==> config.mk <==
export PLATFORM = sky130hd
export DESIGN_NAME = mem_scheduler_top
export DESIGN_NICKNAME = d
export VERILOG_FILES = /design/src/design/ram_pkg.sv /design/src/design/mem_req_pkg.sv /design/src/design/sched_buffer_if.sv /design/src/design/mem_scheduler_top.sv /design/src/design/ram_sequencer.sv /design/src/design/request_buffer.sv /design/src/design/word_ram.sv /design/src/design/wrap_counter.sv
export VERILOG_INCLUDE_DIRS = /design/src /design/src/design
export SDC_FILE = /design/constraint.sdc
export NUM_CORES = 2
export LEC_CHECK = 0
export ABC_AREA = 1
export BUFFER_PORTS_ARGS = -buffer_cell sky130_fd_sc_hd__buf_2
export CAP_MARGIN = 20
export CORE_MARGIN = 5
export CORE_UTILIZATION = 53
export DETAILED_ROUTE_END_ITERATION = 6
export PLACE_DENSITY_LB_ADDON = 0.12
export SYNTH_ARGS = -nofsm -noshare
export SYNTH_HDL_FRONTEND = slang
export SYNTH_SLANG_ARGS = --single-unit
==> constraint.sdc <==
create_clock -name CLK -period 4.3 [get_ports CLK]
set_input_delay 0.86 -clock CLK [delete_from_list [all_inputs] [get_ports CLK]]
set_output_delay 0.86 -clock CLK [all_outputs]
set_load 0.05 [all_outputs]
==> src/design/sched_config.svh <==
`ifndef SCHED_CONFIG_SVH
`define SCHED_CONFIG_SVH

// ram address width for 64 words.
`define SCHED_ADDR_W 6

// data word width.
`define SCHED_DATA_W 32

// power of two number of request buffer entries.
`define SCHED_DEPTH 16

`endif

==> src/design/ram_pkg.sv <==
`default_nettype none

`include "sched_config.svh"

package ram_pkg;

    typedef logic [`SCHED_ADDR_W-1:0] ram_addr_t;

    typedef logic [`SCHED_DATA_W-1:0] ram_word_t;

    // one request per pass through all three states.
    typedef enum logic [1:0] {
        SEQ_IDLE  = 2'd0,
        SEQ_ISSUE = 2'd1,
        SEQ_WAIT  = 2'd2
    } seq_state_t;

endpackage

`default_nettype wire

==> src/design/mem_req_pkg.sv <==
`default_nettype none

`include "sched_config.svh"

package mem_req_pkg;

    localparam int PTR_W = $clog2(`SCHED_DEPTH);

    // one buffered request.
    // data only matters for writes.
    typedef struct packed {
        logic               is_write;
        ram_pkg::ram_addr_t addr;
        ram_pkg::ram_word_t data;
    } req_entry_t;

    typedef logic [PTR_W-1:0] buf_ptr_t;

    // extra bit so a full buffer can be told from an empty one.
    typedef logic [PTR_W:0] buf_count_t;

endpackage

`default_nettype wire

==> src/design/sched_buffer_if.sv <==
`default_nettype none

interface sched_buffer_if;
    import mem_req_pkg::*;

    // oldest entry still waiting.
    req_entry_t head;
    logic       empty;

    // retires head at the edge it is seen.
    logic       request_done;

    modport buffer (
        output head,
        output empty,
        input  request_done
    );

    modport sequencer (
        input  head,
        input  empty,
        output request_done
    );

endinterface

`default_nettype wire

==> src/design/mem_scheduler_top.sv <==
`default_nettype none

`include "sched_config.svh"

module mem_scheduler_top (
    input  logic                     CLK,
    input  logic                     nRST,
    input  logic                     req_valid,
    input  logic                     req_write,
    input  logic [`SCHED_ADDR_W-1:0] req_addr,
    input  logic [`SCHED_DATA_W-1:0] req_data,
    input  logic                     flush,
    input  logic                     drain_en,
    output logic                     resp_valid,
    output logic                     resp_write,
    output logic [`SCHED_ADDR_W-1:0] resp_addr,
    output logic [`SCHED_DATA_W-1:0] resp_data,
    output logic                     full
);
    import ram_pkg::*;
    import mem_req_pkg::*;

    req_entry_t push_entry;

    logic      ram_en;
    logic      ram_we;
    ram_addr_t ram_addr;
    ram_word_t ram_wdata;
    ram_word_t ram_rdata;

    sched_buffer_if sq_if ();

    assign push_entry.is_write = req_write;
    assign push_entry.addr     = req_addr;
    assign push_entry.data     = req_data;

    request_buffer i_request_buffer (
        .CLK        (CLK),
        .nRST       (nRST),
        .push       (req_valid),
        .push_entry (push_entry),
        .flush      (flush),
        .full       (full),
        .sq         (sq_if.buffer)
    );

    ram_sequencer i_ram_sequencer (
        .CLK        (CLK),
        .nRST       (nRST),
        .drain_en   (drain_en),
        .sq         (sq_if.sequencer),
        .ram_en     (ram_en),
        .ram_we     (ram_we),
        .ram_addr   (ram_addr),
        .ram_wdata  (ram_wdata),
        .ram_rdata  (ram_rdata),
        .resp_valid (resp_valid),
        .resp_write (resp_write),
        .resp_addr  (resp_addr),
        .resp_data  (resp_data)
    );

    word_ram i_word_ram (
        .CLK   (CLK),
        .nRST  (nRST),
        .en    (ram_en),
        .we    (ram_we),
        .addr  (ram_addr),
        .wdata (ram_wdata),
        .rdata (ram_rdata)
    );

endmodule

`default_nettype wire

==> src/design/ram_sequencer.sv <==
`default_nettype none

module ram_sequencer (
    input  logic               CLK,
    input  logic               nRST,
    input  logic               drain_en,
    sched_buffer_if.sequencer  sq,
    output logic               ram_en,
    output logic               ram_we,
    output ram_pkg::ram_addr_t ram_addr,
    output ram_pkg::ram_word_t ram_wdata,
    input  ram_pkg::ram_word_t ram_rdata,
    output logic               resp_valid,
    output logic               resp_write,
    output ram_pkg::ram_addr_t resp_addr,
    output ram_pkg::ram_word_t resp_data
);
    import ram_pkg::*;
    import mem_req_pkg::*;

    seq_state_t state;
    seq_state_t next_state;

    // request in flight from idle until its response.
    req_entry_t cur;

    logic take;

    assign take = (state == SEQ_IDLE) && !sq.empty && drain_en;
    assign sq.request_done = take;

    always_comb begin
        next_state = state;
        case (state)
            SEQ_IDLE: begin
                if (take) begin
                    next_state = SEQ_ISSUE;
                end
            end
            SEQ_ISSUE: next_state = SEQ_WAIT;
            SEQ_WAIT:  next_state = SEQ_IDLE;
            default:   next_state = SEQ_IDLE;
        endcase
    end

    always_ff @(posedge CLK, negedge nRST) begin
        if (!nRST) begin
            state <= SEQ_IDLE;
        end else begin
            state <= next_state;
        end
    end

    always_ff @(posedge CLK) begin
        if (take) begin
            cur <= sq.head;
        end
    end

    // ram access.
    assign ram_en    = (state == SEQ_ISSUE);
    assign ram_we    = ram_en && cur.is_write;
    assign ram_addr  = cur.addr;
    assign ram_wdata = cur.data;

    // read word is registered in the ram, so it lands in wait.
    assign resp_valid = (state == SEQ_WAIT);
    assign resp_write = cur.is_write;
    assign resp_addr  = cur.addr;
    assign resp_data  = cur.is_write ? cur.data : ram_rdata;

endmodule

`default_nettype wire

==> src/design/request_buffer.sv <==
`default_nettype none

`include "sched_config.svh"

module request_buffer (
    input  logic                   CLK,
    input  logic                   nRST,
    input  logic                   push,
    input  mem_req_pkg::req_entry_t push_entry,
    input  logic                   flush,
    output logic                   full,
    sched_buffer_if.buffer         sq
);
    import mem_req_pkg::*;

    localparam buf_ptr_t   LAST_PTR = buf_ptr_t'(`SCHED_DEPTH - 1);
    localparam buf_count_t MAX_COUNT = buf_count_t'(`SCHED_DEPTH);

    req_entry_t entries [`SCHED_DEPTH];

    buf_ptr_t   wptr;
    buf_ptr_t   rptr;
    buf_count_t count;
    buf_count_t next_count;

    logic push_ok;
    logic pop_ok;

    // a strobe in the flush cycle is thrown away with the rest.
    assign push_ok = push && !full && !flush;
    assign pop_ok  = sq.request_done && !sq.empty;

    wrap_counter #(
        .NBITS($bits(buf_ptr_t))
    ) write_count (
        .CLK          (CLK),
        .nRST         (nRST),
        .clear        (flush),
        .count_enable (push_ok),
        .wrap_val     (LAST_PTR),
        .count_out    (wptr)
    );

    wrap_counter #(
        .NBITS($bits(buf_ptr_t))
    ) read_count (
        .CLK          (CLK),
        .nRST         (nRST),
        .clear        (flush),
        .count_enable (pop_ok),
        .wrap_val     (LAST_PTR),
        .count_out    (rptr)
    );

    always_ff @(posedge CLK) begin
        if (push_ok) begin
            entries[wptr] <= push_entry;
        end
    end

    // push and pop in the same cycle leave occupancy alone.
    always_comb begin
        next_count = count;
        if (flush) begin
            next_count = '0;
        end else begin
            case ({push_ok, pop_ok})
                2'b10: next_count = count + 1'b1;
                2'b01: next_count = count - 1'b1;
                default: next_count = count;
            endcase
        end
    end

    always_ff @(posedge CLK, negedge nRST) begin
        if (!nRST) begin
            count <= '0;
        end else begin
            count <= next_count;
        end
    end

    assign full     = (count == MAX_COUNT);
    assign sq.empty = (count == '0);
    assign sq.head  = entries[rptr];

endmodule

`default_nettype wire

==> src/design/word_ram.sv <==
`default_nettype none

`include "sched_config.svh"

module word_ram (
    input  logic               CLK,
    input  logic               nRST,
    input  logic               en,
    input  logic               we,
    input  ram_pkg::ram_addr_t addr,
    input  ram_pkg::ram_word_t wdata,
    output ram_pkg::ram_word_t rdata
);
    import ram_pkg::*;

    localparam int WORDS = 2 ** `SCHED_ADDR_W;

    ram_word_t mem [WORDS];

    // unwritten words read back as zero.
    always_ff @(posedge CLK, negedge nRST) begin
        if (!nRST) begin
            for (int i = 0; i < WORDS; i++) begin
                mem[i] <= '0;
            end
        end else if (en && we) begin
            mem[addr] <= wdata;
        end
    end

    // read word shows up one edge after en.
    always_ff @(posedge CLK, negedge nRST) begin
        if (!nRST) begin
            rdata <= '0;
        end else if (en && !we) begin
            rdata <= mem[addr];
        end
    end

endmodule

`default_nettype wire

==> src/design/wrap_counter.sv <==
`default_nettype none

module wrap_counter #(
    parameter int NBITS = 4
) (
    input  logic             CLK,
    input  logic             nRST,
    input  logic             clear,
    input  logic             count_enable,
    input  logic [NBITS-1:0] wrap_val,
    output logic [NBITS-1:0] count_out
);

    logic [NBITS-1:0] next_count;

    always_comb begin
        next_count = count_out;
        if (clear) begin
            next_count = '0;
        end else if (count_enable) begin
            if (count_out == wrap_val) begin
                next_count = '0;
            end else begin
                next_count = count_out + 1'b1;
            end
        end
    end

    always_ff @(posedge CLK, negedge nRST) begin
        if (!nRST) begin
            count_out <= '0;
        end else begin
            count_out <= next_count;
        end
    end

endmodule

`default_nettype wire

==> summary.md <==
| Metric | Value |
|---|---|
| Status | `finished clean` |
| Core ar. | `0.222 mm2` |
| Clock sink count | `2,758` |
| Syn_nets | `13,100` |
| Placed cell count | `15,400` |
| Port Buffer Count | `84` |
| Post-synth ARST share | `0.760` |
| Final Hold Fails | `0` |
| First-pass GRT wire length | `573,000 um` |
| Vias | `94,600` |
| DPL Wire Length | `211,000 um` |
| Final nets | `12,800` |
| Register-to-register setup slack | `830 ps` |
| Initial Util | `0.532` |
| Hold depth | `3` |
| WL/cell | `23.9 um` |
| Leak | `56.8 nW` |
| Number of synthesized flops with an enable pin | `663` |
| Largest net degree at the start of global routing | `182` |
| Post-synth top area share | `0.443` |
| Sequential-to-total area share from yosys stat | `0.612` |
| Number of synthesized register bits | `2,758` |
| Row count | `173` |
| Worst EP arrival | `3100 ps` |
| Fin crit period | `3960 ps` |
| Final WL | `380,000 um` |
| Utilization after layout | `0.592` |
| Max-cap violation count | `0` |
| Final slew viol count | `0` |
| Area contributors post-synth | `dfrtp_1 (44%), edfxtp_1 (17%), o21ai_0 (12%)` |
| Vias in the first global route | `90,800` |
| Worst-case reg-to-reg path depth | `12` |
| Syn. warnings | `0` |
| GRT overflow | `0` |
| CP peak stage delay | `720 ps` |
| Bufs on Longest Clock Path | `4` |
| CTS tree | `done` |
| Area leader, netlist | `dfrtp_1` |
| Vias per cell | `5.95` |
| CP max FO | `35` |
| Total CTS buffers | `305` |
| Setup Skew | `56.7 ps` |
| Post-Syn Area per Cell | `9.03 um2` |
| CP cell instances | `buf_4, o21ai_0, buf_2` |
| Setup crit start kind | `flip-flop` |
| Tightest Pin Transition | `1100 ps` |
| Layout Cells excl Fill | `15,900` |
| Post-CTS sizing | `0` |
| Final period utilization | `0.921` |
| Initial antenna violation count | `24` |
| Hold_ws | `249 ps` |
| Synthesized area | `0.118 mm2` |
| Area Growth Syn to Fin | `11.2%` |
| RSZ-0062 raised after global routing | `no` |
| Worst Hold Class | `in2reg` |
| Later-pin clock latency in the skew report | `950 ps` |
| Power Density | `639 mW/mm2` |
| Crit-path slowest cell | `o21ai_0` |
| Setup Crit Path Kind | `reg2out` |
| Overall routing resource usage | `0.324` |
| Drt drc | `0` |
| Rel. slew slack | `0.267` |
| Clock Tree Root | `clkbuf_16` |
| Worst-path clk slew | `60 ps` |
| Filler Cells Inserted | `19,100` |
| Layout cells sized above 1 | `0.0915` |
| Setup ws final | `341 ps` |
| Htree depth | `5` |
| Required @ worst endpoint | `3440 ps` |
| CP Capture Type | `primary output` |
| Max Clock Freq | `253 MHz` |
| Ports | `85` |
| Drt first pass iters | `6` |
| Top FF cell, synth | `dfrtp_1` |
| Worst IR Drop VDD | `0.508 mV` |
| Setup violators final | `0` |
| ANT nets after route | `0` |
| Distinct cells, synth | `32` |
| DIE HEIGHT | `482 um` |
| Final weighted congestion in routability-driven placement | `0.867` |
| Post-Synthesis Cells | `13,100` |
| Area of the multi-input gates | `0.0406 mm2` |
| TNS Setup | `0 ps` |
| DR iter-0 viols | `10,500` |
| Flip-flop and latch area | `0.0723 mm2` |
| Die area | `0.233 mm2` |
| Place WS | `949 ps` |
| Die width | `482 um` |
## per-stage QoR
step                      power [mW]  instance area [um2]
after global placement          57.8               122000
after global routing            88.2               131000
after detailed placement        58.4               122000
after floorplan                 49.4               118000
final                           84.0               131000
after CTS                       83.9               131000
## path summary, 6_finish.rpt
check / start / end
min in group asynchronous: nRST / i_word_ram.mem[1477]
max in group asynchronous: nRST / i_word_ram.mem[442]
worst min register to register: i_word_ram.mem[1474] / i_word_ram.mem[1474]
worst max register to register: i_ram_sequencer.ram_addr[2] / i_word_ram.rdata[4]
worst max-delay path: i_ram_sequencer.resp_write / resp_data[24]
worst min-delay path: req_valid / i_request_buffer.write_count.count_out[2]
## area by class of cell
class                           count  share of cell area
Sequential cell                  2758               0.550
Multi-Input combinational cell   8889               0.309
Clock buffer                      461              0.0679
Tap cell                         2975              0.0283
Timing Repair Buffer              364              0.0271
Inverter                          392              0.0115
Clock inverter                     58             0.00531
Antenna cell                        7            0.000133
## sequential cells by signal, summed over array words and instances (netlist names)
| name | flops |
|---|---|
| i_ram_sequencer.resp_write | 1 |
| i_request_buffer.read_count.count_out | 4 |
| i_word_ram.mem | 2048 |
| i_word_ram.rdata | 32 |
| i_ram_sequencer.state | 2 |
| i_request_buffer.entries | 624 |
| i_ram_sequencer.ram_addr | 6 |
| i_request_buffer.count | 5 |
| i_request_buffer.write_count.count_out | 4 |
| i_ram_sequencer.ram_wdata | 32 |
## cell usage after synthesis (all sizes together), types with 65 or more instances
master and n:
nand2 3458, o21ai 3173, dfrtp 2095, nor2 1147
clkbuf 922, edfxtp 663, inv 357, nand3 353
o211ai 277, or2 258, buf 134, o22ai 93
o221ai 65
## repair_timing
item / in CTS / in global routing
hold buffers: 1 / 0
endpoints found under the setup margin: 0 / 0
buffers inserted: 0 / 0
endpoints found under the hold margin: 13 / 0
## per-layer routing
metal,vias up,wire [um],global-route usage
met1,46600,155000,0.442
met3,913,33500,0.0592
li1,42800,-,-
met5,-,140,0
met4,22,18900,0.143
met2,4325,172000,0.514
## where the power goes
part / internal [mW] / total, mW / switching, mW
sequential: 32.2 / 35.3 / 3.05
clock: 15.1 / 25.5 / 10.4
combinational: 6.73 / 23.2 / 16.5
## logic make-up after synthesis
group                      after synthesis  synth area share
DFF                                   2758             0.612
and+or+nand+nor                       5240             0.177
adders and majority gates                7          0.000741
buffers and inverters                 1448            0.0470
AOI/OAI and AO/OA                     3640             0.163
xor gates and xnor gates                 2          0.000148
## worst max-delay path, delay by kind of cell (launching register included)
family / cells / cell delay [ps]
DFF: 1 / 610
AOI/OAI and AO/OA: 1 / 720
buffers and inverters: 2 / 810
## placed cells by master, fill, tap and decap left out, drive strengths merged
cell type / count
dfrtp: 2095
o22ai: 93
a21boi: 2
nand2: 3458
nor2: 1147
bufinv: 14
ha: 7
xnor2: 1
nor4: 1
edfxtp: 663
nand4: 9
xor2: 1
dlygate4sd3: 1
nand3: 353
clkinvlp: 3
o21a: 6
diode: 7
o221ai: 65
clkinv: 38
or2: 258
inv: 395
clkbuf: 461
a21oi: 24
buf: 363
nor3: 14
o21ai: 3173
o211ai: 277
(Power assumes the default switching activity.)
